[config.mk]
export PLATFORM = sky130hd
export DESIGN_NAME = dsp_top
export DESIGN_NICKNAME = d
export VERILOG_FILES = /design/src/verilog/dsp_pkg.sv /design/src/verilog/dsp_ifs.sv /design/src/verilog/dsp_ctrl.sv /design/src/verilog/dsp_xaau.sv /design/src/verilog/dsp_ymem.sv /design/src/verilog/dsp_dau.sv /design/src/verilog/dsp_host_axil.sv /design/src/verilog/dsp_top.sv
export VERILOG_INCLUDE_DIRS = /design/src /design/src/verilog
export SDC_FILE = /design/constraint.sdc
export NUM_CORES = 2
export LEC_CHECK = 0
export BUFFER_PORTS_ARGS = -buffer_cell sky130_fd_sc_hd__buf_2
export CORE_ASPECT_RATIO = 1.25
export CORE_MARGIN = 2
export CORE_UTILIZATION = 55
export CTS_CLUSTER_SIZE = 14
export DETAILED_ROUTE_END_ITERATION = 7
export PLACE_DENSITY_LB_ADDON = 0.15
export SETUP_SLACK_MARGIN = 0.3
export SYNTH_ARGS = -nofsm -noshare
export SYNTH_HDL_FRONTEND = slang
export SYNTH_SLANG_ARGS = --single-unit
[constraint.sdc]
create_clock -name clk -period 19.5 [get_ports clk]
set_input_delay 5.85 -clock clk [delete_from_list [all_inputs] [get_ports clk]]
set_output_delay 5.85 -clock clk [all_outputs]
set_load 0.1 [all_outputs]
[src/verilog/dsp_settings.svh]
`ifndef DSP_SETTINGS_SVH
`define DSP_SETTINGS_SVH

// Memory depths in words
`define DSP_PROG_DEPTH 64
`define DSP_RAM_DEPTH  16

// Host register map, byte offsets
`define DSP_REG_CTRL   12'h100
`define DSP_REG_STATUS 12'h104
`define DSP_REG_ACC    12'h108

`endif

[src/verilog/dsp_pkg.sv]
`default_nettype none

package dsp_pkg;

    typedef logic signed [15:0] dsp_word_t;
    typedef logic signed [31:0] dsp_acc_t;   // Wraps on overflow

    // T field, bits 15 to 11
    typedef enum logic [4:0] {
        op_goto      = 5'b00000,
        op_short_imm = 5'b00010,
        op_f1        = 5'b00110,
        op_long_imm  = 5'b01010,
        op_store_x   = 5'b01100,
        op_load_y    = 5'b01111,
        op_halt      = 5'b11111
    } dsp_op_e;

    typedef enum logic [1:0] {inc_none, inc_up, inc_down, inc_hold} dsp_inc_e;

    typedef enum logic [1:0] {f1_set, f1_add, f1_sub, f1_clr} dsp_f1_e;

endpackage

`default_nettype wire

[src/verilog/dsp_ifs.sv]
`default_nettype none

// Decoder to pointer unit and data RAM
interface ymem_if;
    import dsp_pkg::*;

    logic       short_load;
    logic       ram_we;
    logic       post_load;   // RAM access, then post-modify
    logic [1:0] ptr_sel;
    dsp_inc_e   inc_sel;
    logic [8:0] short_imm;

    modport ctrl (output short_load, ram_we, post_load, ptr_sel, inc_sel, short_imm);
    modport ymem (input short_load, ram_we, post_load, ptr_sel, inc_sel, short_imm);
endinterface

// Decoder to arithmetic unit
interface dau_if;
    import dsp_pkg::*;

    logic      imm_load;
    logic      ram_load;
    logic      f1_en;
    dsp_f1_e   f1_op;
    dsp_word_t long_imm;     // Raw fetched word

    modport ctrl (output imm_load, ram_load, f1_en, f1_op, long_imm);
    modport dau (input imm_load, ram_load, f1_en, f1_op, long_imm);
endinterface

`default_nettype wire

[src/verilog/dsp_ctrl.sv]
`default_nettype none

`include "dsp_settings.svh"

module dsp_ctrl (
    input  logic                               clk,
    input  logic                               rst,
    input  logic                               start,
    input  logic                               busy,
    input  dsp_pkg::dsp_word_t                 rom_dout,
    output logic                               pc_goto,
    output logic                               pc_hold,
    output logic                               halt,
    output logic                               fault,
    output logic [$clog2(`DSP_PROG_DEPTH)-1:0] ja,
    ymem_if.ctrl                               ymem,
    dau_if.ctrl                                dau
);
    import dsp_pkg::*;

    localparam int PC_W = $clog2(`DSP_PROG_DEPTH);

    dsp_op_e op;
    logic    skip;   // Next fetched word is not an instruction

    assign op           = dsp_op_e'(rom_dout[15:11]);
    assign dau.long_imm = rom_dout;   // Second word of a long immediate

    always_ff @(posedge clk or posedge rst) begin
        if (rst) begin
            skip            <= 1'b0;
            pc_goto         <= 1'b0;
            pc_hold         <= 1'b0;
            halt            <= 1'b0;
            fault           <= 1'b0;
            ymem.short_load <= 1'b0;
            ymem.ram_we     <= 1'b0;
            ymem.post_load  <= 1'b0;
            dau.imm_load    <= 1'b0;
            dau.ram_load    <= 1'b0;
            dau.f1_en       <= 1'b0;
        end else begin
            skip            <= 1'b0;
            pc_goto         <= 1'b0;
            pc_hold         <= 1'b0;
            halt            <= 1'b0;
            fault           <= 1'b0;
            ymem.short_load <= 1'b0;
            ymem.ram_we     <= 1'b0;
            ymem.post_load  <= 1'b0;
            dau.imm_load    <= 1'b0;
            dau.ram_load    <= 1'b0;
            dau.f1_en       <= 1'b0;
            // Nothing past a fault, nothing while a start restarts the run
            if (busy && !start && !skip && !fault) begin
                case (op)
                    op_goto: begin
                        pc_goto <= 1'b1;
                        skip    <= 1'b1;
                    end
                    op_short_imm: ymem.short_load <= 1'b1;
                    op_long_imm: begin
                        dau.imm_load <= 1'b1;   // x takes the skipped word
                        skip         <= 1'b1;
                    end
                    op_store_x: begin
                        ymem.ram_we    <= 1'b1;
                        ymem.post_load <= 1'b1;
                        skip           <= 1'b1;
                    end
                    op_load_y: begin
                        dau.ram_load   <= 1'b1;
                        ymem.post_load <= 1'b1;
                        skip           <= 1'b1;
                    end
                    op_f1: dau.f1_en <= 1'b1;
                    op_halt: begin
                        halt    <= 1'b1;
                        pc_hold <= 1'b1;
                        skip    <= 1'b1;
                    end
                    default: begin
                        fault   <= 1'b1;   // Unknown T field
                        pc_hold <= 1'b1;
                    end
                endcase
            end
        end
    end

    // Instruction fields, used only alongside their strobes
    always_ff @(posedge clk) begin
        ja             <= rom_dout[PC_W-1:0];
        ymem.ptr_sel   <= (op == op_short_imm) ? rom_dout[10:9] : rom_dout[3:2];
        ymem.inc_sel   <= dsp_inc_e'(rom_dout[1:0]);
        ymem.short_imm <= rom_dout[8:0];
        dau.f1_op      <= dsp_f1_e'(rom_dout[6:5]);
    end

endmodule

`default_nettype wire

[src/verilog/dsp_xaau.sv]
`default_nettype none

`include "dsp_settings.svh"

module dsp_xaau (
    input  logic                               clk,
    input  logic                               rst,
    input  logic                               start,
    input  logic                               pc_goto,
    input  logic                               pc_hold,
    input  logic                               halt,
    input  logic                               fault,
    input  logic [$clog2(`DSP_PROG_DEPTH)-1:0] ja,
    output logic [$clog2(`DSP_PROG_DEPTH)-1:0] pc,
    output logic                               busy,
    output logic                               halted,
    output logic                               faulted
);

    always_ff @(posedge clk or posedge rst) begin
        if (rst) begin
            pc      <= '0;
            busy    <= 1'b0;
            halted  <= 1'b0;
            faulted <= 1'b0;
        end else if (start) begin
            pc      <= '0;   // New run from word 0
            busy    <= 1'b1;
            halted  <= 1'b0;
            faulted <= 1'b0;
        end else if (busy) begin
            if (pc_hold) begin
                busy <= 1'b0;                  // pc stays where it stopped
                if (halt) halted <= 1'b1;
                if (fault) faulted <= 1'b1;    // Sticky until next start
            end else if (pc_goto) begin
                pc <= ja;
            end else begin
                pc <= pc + 1'b1;
            end
        end
    end

endmodule

`default_nettype wire

[src/verilog/dsp_ymem.sv]
`default_nettype none

`include "dsp_settings.svh"

module dsp_ymem (
    input  logic               clk,
    input  logic               rst,
    ymem_if.ymem               ctrl,
    input  dsp_pkg::dsp_word_t wdata,
    output dsp_pkg::dsp_word_t rdata
);
    import dsp_pkg::*;

    localparam int            AW   = $clog2(`DSP_RAM_DEPTH);
    localparam logic [AW-1:0] LAST = AW'(`DSP_RAM_DEPTH - 1);

    logic [AW-1:0] ptr [4];   // r0 to r3
    logic [AW-1:0] addr;
    dsp_word_t     ram [`DSP_RAM_DEPTH];

    assign addr = ptr[ctrl.ptr_sel];

    always_ff @(posedge clk or posedge rst) begin
        if (rst) begin
            for (int i = 0; i < 4; i++) ptr[i] <= '0;
        end else if (ctrl.short_load) begin
            ptr[ctrl.ptr_sel] <= ctrl.short_imm[AW-1:0];
        end else if (ctrl.post_load) begin
            // Post-modify after the access, wrapping at the RAM size
            case (ctrl.inc_sel)
                inc_up:   ptr[ctrl.ptr_sel] <= (addr == LAST) ? '0 : addr + 1'b1;
                inc_down: ptr[ctrl.ptr_sel] <= (addr == '0) ? LAST : addr - 1'b1;
                default:  ptr[ctrl.ptr_sel] <= addr;
            endcase
        end
    end

    always_ff @(posedge clk) begin
        if (ctrl.post_load) begin
            if (ctrl.ram_we) ram[addr] <= wdata;
            else rdata <= ram[addr];   // Valid the following cycle
        end
    end

endmodule

`default_nettype wire

[src/verilog/dsp_dau.sv]
`default_nettype none

module dsp_dau (
    input  logic               clk,
    input  logic               rst,
    input  logic               start,
    dau_if.dau                 ctrl,
    input  dsp_pkg::dsp_word_t ram_data,
    output dsp_pkg::dsp_word_t x,
    output dsp_pkg::dsp_acc_t  a0
);
    import dsp_pkg::*;

    dsp_word_t y;
    dsp_acc_t  p;
    logic      y_pend;   // RAM data arrives one cycle after the load strobe

    always_ff @(posedge clk or posedge rst) begin
        if (rst) begin
            x      <= '0;
            y      <= '0;
            p      <= '0;
            a0     <= '0;
            y_pend <= 1'b0;
        end else begin
            y_pend <= ctrl.ram_load;
            if (start) begin
                x  <= '0;
                y  <= '0;
                p  <= '0;
                a0 <= '0;
            end else begin
                // p follows x*y from the same edge that changes x or y
                if (ctrl.imm_load) begin
                    x <= ctrl.long_imm;
                    p <= dsp_acc_t'(ctrl.long_imm) * dsp_acc_t'(y);
                end else if (y_pend) begin
                    y <= ram_data;
                    p <= dsp_acc_t'(x) * dsp_acc_t'(ram_data);
                end
                if (ctrl.f1_en) begin
                    case (ctrl.f1_op)
                        f1_set:  a0 <= p;
                        f1_add:  a0 <= a0 + p;
                        f1_sub:  a0 <= a0 - p;
                        default: a0 <= '0;   // f1_clr
                    endcase
                end
            end
        end
    end

endmodule

`default_nettype wire

[src/verilog/dsp_host_axil.sv]
`default_nettype none

`include "dsp_settings.svh"

module dsp_host_axil (
    input  logic                               clk,
    input  logic                               rst,
    input  logic [11:0]                        awaddr,
    input  logic                               awvalid,
    output logic                               awready,
    input  logic [31:0]                        wdata,
    input  logic                               wvalid,
    output logic                               wready,
    output logic [1:0]                         bresp,
    output logic                               bvalid,
    input  logic                               bready,
    input  logic [11:0]                        araddr,
    input  logic                               arvalid,
    output logic                               arready,
    output logic [31:0]                        rdata,
    output logic [1:0]                         rresp,
    output logic                               rvalid,
    input  logic                               rready,
    input  logic [$clog2(`DSP_PROG_DEPTH)-1:0] pc,
    output dsp_pkg::dsp_word_t                 rom_dout,
    output logic                               start,
    input  logic                               busy,
    input  logic                               halted,
    input  logic                               fault,
    input  dsp_pkg::dsp_acc_t                  a0
);
    import dsp_pkg::*;

    localparam int          PA       = $clog2(`DSP_PROG_DEPTH);
    localparam logic [11:0] PROG_END = 12'(`DSP_PROG_DEPTH * 4);

    dsp_word_t prog_mem [`DSP_PROG_DEPTH];
    logic      wr_go;
    logic      rd_go;
    logic      aw_prog;
    logic      ar_prog;

    assign wr_go    = awvalid && wvalid && !bvalid;   // Blocked while B is pending
    assign rd_go    = arvalid && !rvalid;
    assign awready  = wr_go;
    assign wready   = wr_go;
    assign arready  = rd_go;
    assign aw_prog  = awaddr < PROG_END;
    assign ar_prog  = araddr < PROG_END;
    assign rresp    = 2'b00;             // Reads always OKAY
    assign rom_dout = prog_mem[pc];

    always_ff @(posedge clk or posedge rst) begin
        if (rst) begin
            bvalid <= 1'b0;
            bresp  <= 2'b00;
            start  <= 1'b0;
            rvalid <= 1'b0;
        end else begin
            start <= wr_go && (awaddr == `DSP_REG_CTRL) && wdata[0];
            if (wr_go) begin
                bvalid <= 1'b1;
                bresp  <= (aw_prog && busy) ? 2'b10 : 2'b00;   // SLVERR on a busy core
            end else if (bready) begin
                bvalid <= 1'b0;
            end
            if (rd_go) rvalid <= 1'b1;
            else if (rready) rvalid <= 1'b0;
        end
    end

    always_ff @(posedge clk) begin
        if (wr_go && aw_prog && !busy) prog_mem[awaddr[PA+1:2]] <= dsp_word_t'(wdata[15:0]);
    end

    always_ff @(posedge clk) begin
        if (rd_go) begin
            if (ar_prog) begin
                rdata <= {16'd0, prog_mem[araddr[PA+1:2]]};
            end else begin
                case (araddr)
                    `DSP_REG_STATUS: rdata <= {29'd0, fault, halted, busy};
                    `DSP_REG_ACC:    rdata <= a0;
                    default:         rdata <= '0;   // CTRL reads back zero
                endcase
            end
        end
    end

endmodule

`default_nettype wire

[src/verilog/dsp_top.sv]
`default_nettype none

`include "dsp_settings.svh"

module dsp_top (
    input  logic        clk,
    input  logic        rst,
    input  logic [11:0] awaddr,
    input  logic        awvalid,
    output logic        awready,
    input  logic [31:0] wdata,
    input  logic        wvalid,
    output logic        wready,
    output logic [1:0]  bresp,
    output logic        bvalid,
    input  logic        bready,
    input  logic [11:0] araddr,
    input  logic        arvalid,
    output logic        arready,
    output logic [31:0] rdata,
    output logic [1:0]  rresp,
    output logic        rvalid,
    input  logic        rready
);
    import dsp_pkg::*;

    localparam int PC_W = $clog2(`DSP_PROG_DEPTH);

    logic [PC_W-1:0] pc;
    logic [PC_W-1:0] ja;
    dsp_word_t       rom_dout;
    dsp_word_t       ram_rdata;
    dsp_word_t       x;
    dsp_acc_t        a0;
    logic            start;
    logic            busy;
    logic            halted;
    logic            faulted;
    logic            pc_goto;
    logic            pc_hold;
    logic            halt;
    logic            fault;   // One-cycle decode strobe

    ymem_if ymem_bus ();
    dau_if  dau_bus ();

    dsp_host_axil host_i (
        .clk, .rst,
        .awaddr, .awvalid, .awready, .wdata, .wvalid, .wready,
        .bresp, .bvalid, .bready,
        .araddr, .arvalid, .arready, .rdata, .rresp, .rvalid, .rready,
        .pc, .rom_dout, .start, .busy, .halted, .fault(faulted), .a0
    );

    dsp_ctrl ctrl_i (
        .clk, .rst, .start, .busy, .rom_dout,
        .pc_goto, .pc_hold, .halt, .fault, .ja,
        .ymem(ymem_bus), .dau(dau_bus)
    );

    dsp_xaau xaau_i (
        .clk, .rst, .start, .pc_goto, .pc_hold, .halt, .fault, .ja,
        .pc, .busy, .halted, .faulted
    );

    dsp_ymem ymem_i (.clk, .rst, .ctrl(ymem_bus), .wdata(x), .rdata(ram_rdata));

    dsp_dau dau_i (.clk, .rst, .start, .ctrl(dau_bus), .ram_data(ram_rdata), .x, .a0);

endmodule

`default_nettype wire

==> flow_summary.toml <==
[outcome]
status = "completed"

[routing]
vias_per_cell = 6.44
wl_per_cell_um = 29.8
dr_wl_met3_mm = 16.8
drt-pass1-iter-count = 5
antenna_left = 0
via_count = 50900
wl_met1_mm = 86.8
top_layer = "met5"
routed_wirelength_mm = 235
drt-initial-drc-count = 5078
remaining_drc_errors = 0
dr_wl_met2_mm = 122

[grt]
grt_pass1_vias = 53300
grt_max_degree = 145
grt_pass1_wl_mm = 350
grt.total_usage_pct = 29.8
overflow = 0
antenna_found_initial = 7

[place]
place.detailed.hpwl_mm = 153
place.port_buffers = 84
place_area_sq_mm = 0.0901
place_congestion = 0.905
place_ws_ns = 6.50

[timing]
skew_ns = 0.0441
grt_setup_unrepaired = "false"
finalSetupViolCount = 0
hold_violations = 0
hold_ws_ns = 0.416
tns_ns = 0
max_freq_mhz = 76.9
worst_pin_slew_ns = 1.17
drv_slew = 0
slew_headroom_pct = 22.3
layout_setup_ws_ns = 6.50
post-route-period-util_pct = 66.7
min_period_ns = 13.00

[clocking]
clockBufferDepth = 3
cts_sinks = 1474
cts_buffers = 148
cts_tree = "done"
cts_resized = 0
insertion_delay_ns = 0.81
cts-root-buf = "clkbuf_16"
clk_pin_slew_worst_paths_ns = 0.06
htreeDepth = 4
postCtsSetupBuffers = 0
cts-hold-fix-buffers = 0

[logic_synthesis]
netlist-cell-type-count = 76
ys_warn_count = 0
netlist_instances = 5679
syn_area_per_cell_sq_um = 15.3
synth_top_area_share_pct = 45.8
synth_top_area_cell = "edfxtp_1"
synthTopCellsByCount = "1328 x edfxtp_1, 739 x mux4_2, 615 x inv_1"
syn_area_sq_mm = 0.0871
async_reset_ff_share_pct = 9.29
synth_flop_cell = "edfxtp_1"
synth_seq_cells = 1474
synth_edf_count = 1328
yosysMostFrequentCell = "edfxtp_1"
yosysSeqAreaShare_pct = 49.9
synthTopCellsByArea = "edfxtp_1 46%, mux4_2 19%, fa_1 12%, dfrtp_1 3.9%, ha_1 3.0%"

[final_layout]
final_cell_area_sq_mm = 0.0948
fillers = 11800
finalNetCount = 6521
regArea_sq_mm = 0.0435
antenna_cells = 0
drive_above_1_share_pct = 21.5
utilization_pct = 60.1
syn_to_final_growth_pct = 8.80
multi_input_area_sq_mm = 0.0402

[floorplan]
io_pins = 104
initial_core_util_pct = 55.2
die-width_um = 360
coreArea_sq_mm = 0.158
die_h_um = 449
rows = 163
dieArea_sq_mm = 0.162

[worst_setup_path]
critPathArrivalTime_ns = 7.15
cp-start-kind = "input port"
crit_path_end_kind = "output port"
worstSetupPathType = "in -> out"
r2r_slack_ns = 8.94
cp_max_fo = 33
critPathRequiredTime_ns = 13.65

[job]
max-cap-violations = 0

[power]
power_density_mw_per_mm2 = 69.5
leakagePower_nw = 34.2
peakVddDrop_mv = 0.0959

[hold_path]
holdCritPathClass = "reg -> reg"
path summary, 6_finish.rpt:
path,depth (start not counted),end,from
min in group asynchronous,2,host_i.rvalid,rst
min reg2reg,0,dau_i.y_pend,ctrl_i.dau.ram_load
max reg2reg,26,dau_i.p[30],xaau_i.pc[0]
min,0,dau_i.y_pend,ctrl_i.dau.ram_load
max,4,arready,arvalid
max in group asynchronous,3,dau_i.a0[5],rst
cell type report:
type / instances / share of cell area (%)
Timing Repair Buffer: 217 / 1.57
Multi-Input combinational cell: 3266 / 42.4
Tap cell: 2062 / 2.72
Clock buffer: 196 / 4.22
Sequential cell: 1474 / 45.9
Inverter: 619 / 2.46
Clock inverter: 68 / 0.729
metal layers:
metal,track usage [%],vias to the layer above
li1,-,21200
met2,51.1,2194
met3,3.79,466
met1,38.9,27000
met5,0,-
met4,12.2,6
sequential cells by signal (all words and copies together) (netlist names), 2 cells and up:
name	count
host_i.prog_mem	1024
ymem_i.ram	256
dau_i.a0	32
dau_i.p	32
host_i.rdata	32
dau_i.x	16
dau_i.y	16
ymem_i.ptr	16
ymem_i.rdata	16
xaau_i.pc	6
ctrl_i.ja	5
ctrl_i.dau.f1_op	2
ctrl_i.ymem.ptr_sel	2
report_power, final:
group / internal, W / total, W / switching (W)
Combinational: 0.000122 / 0.000332 / 0.000209
Clock: 0.00156 / 0.00281 / 0.00125
Sequential: 0.00344 / 0.00345 / 0.00000754
Total: 0.00512 / 0.00659 / 0.00147
per-stage QoR:
| stage | std cells | total power, W |
|---|---|---|
| after floorplan | 5681 | 0.00373 |
| after global placement | 7638 | 0.00384 |
| after detailed placement | 7638 | 0.00385 |
| after CTS | 7902 | 0.00663 |
| after global routing | 7902 | 0.00676 |
| final | 7902 | 0.00659 |
worst max-delay path: stages:
cell,delay (ns)
buf_2,0.09
nor2b_4,0.12
buf_4,0.54
buf_2,0.55
cell families after synthesis:
| family | after synthesis | synth area share, % |
|---|---|---|
| AO/OA/AOI/OAI | 533 | 3.97 |
| XOR/XNOR | 124 | 1.25 |
| adder cells (fa/ha/maj) | 732 | 15.0 |
| buffers and inverters | 941 | 4.21 |
| flip-flops | 1474 | 49.9 |
| multiplexers | 773 | 19.5 |
| other | 1 | 0.00431 |
| AND/OR/NAND/NOR | 1101 | 6.09 |
cells in the final DEF (no fill, tap or decap), drive strengths merged, types with 9 or more instances in the layout:
| master | Yosys | layout |
|---|---|---|
| a211oi | 27 | 27 |
| a21o | 27 | 27 |
| a21oi | 139 | 139 |
| a221oi | 16 | 16 |
| a22oi | 54 | 54 |
| a31oi | 21 | 21 |
| a32o | 13 | 13 |
| and2 | 257 | 257 |
| and3 | 9 | 9 |
| buf | 118 | 217 |
| clkbuf | 204 | 196 |
| clkinv | 2 | 52 |
| dfrtp | 137 | 137 |
| dfxtp | 9 | 9 |
| edfxtp | 1328 | 1328 |
| fa | 525 | 525 |
| ha | 207 | 207 |
| inv | 617 | 624 |
| mux2i | 29 | 29 |
| mux4 | 739 | 739 |
| nand2 | 401 | 401 |
| nand2b | 45 | 45 |
| nand3 | 28 | 28 |
| nor2 | 223 | 223 |
| nor2b | 30 | 30 |
| nor3 | 46 | 46 |
| nor4 | 14 | 14 |
| o21a | 17 | 17 |
| o21ai | 123 | 123 |
| o31ai | 14 | 14 |
| xnor2 | 92 | 92 |
| xor2 | 32 | 32 |
Power figures use the tool's default switching activity.
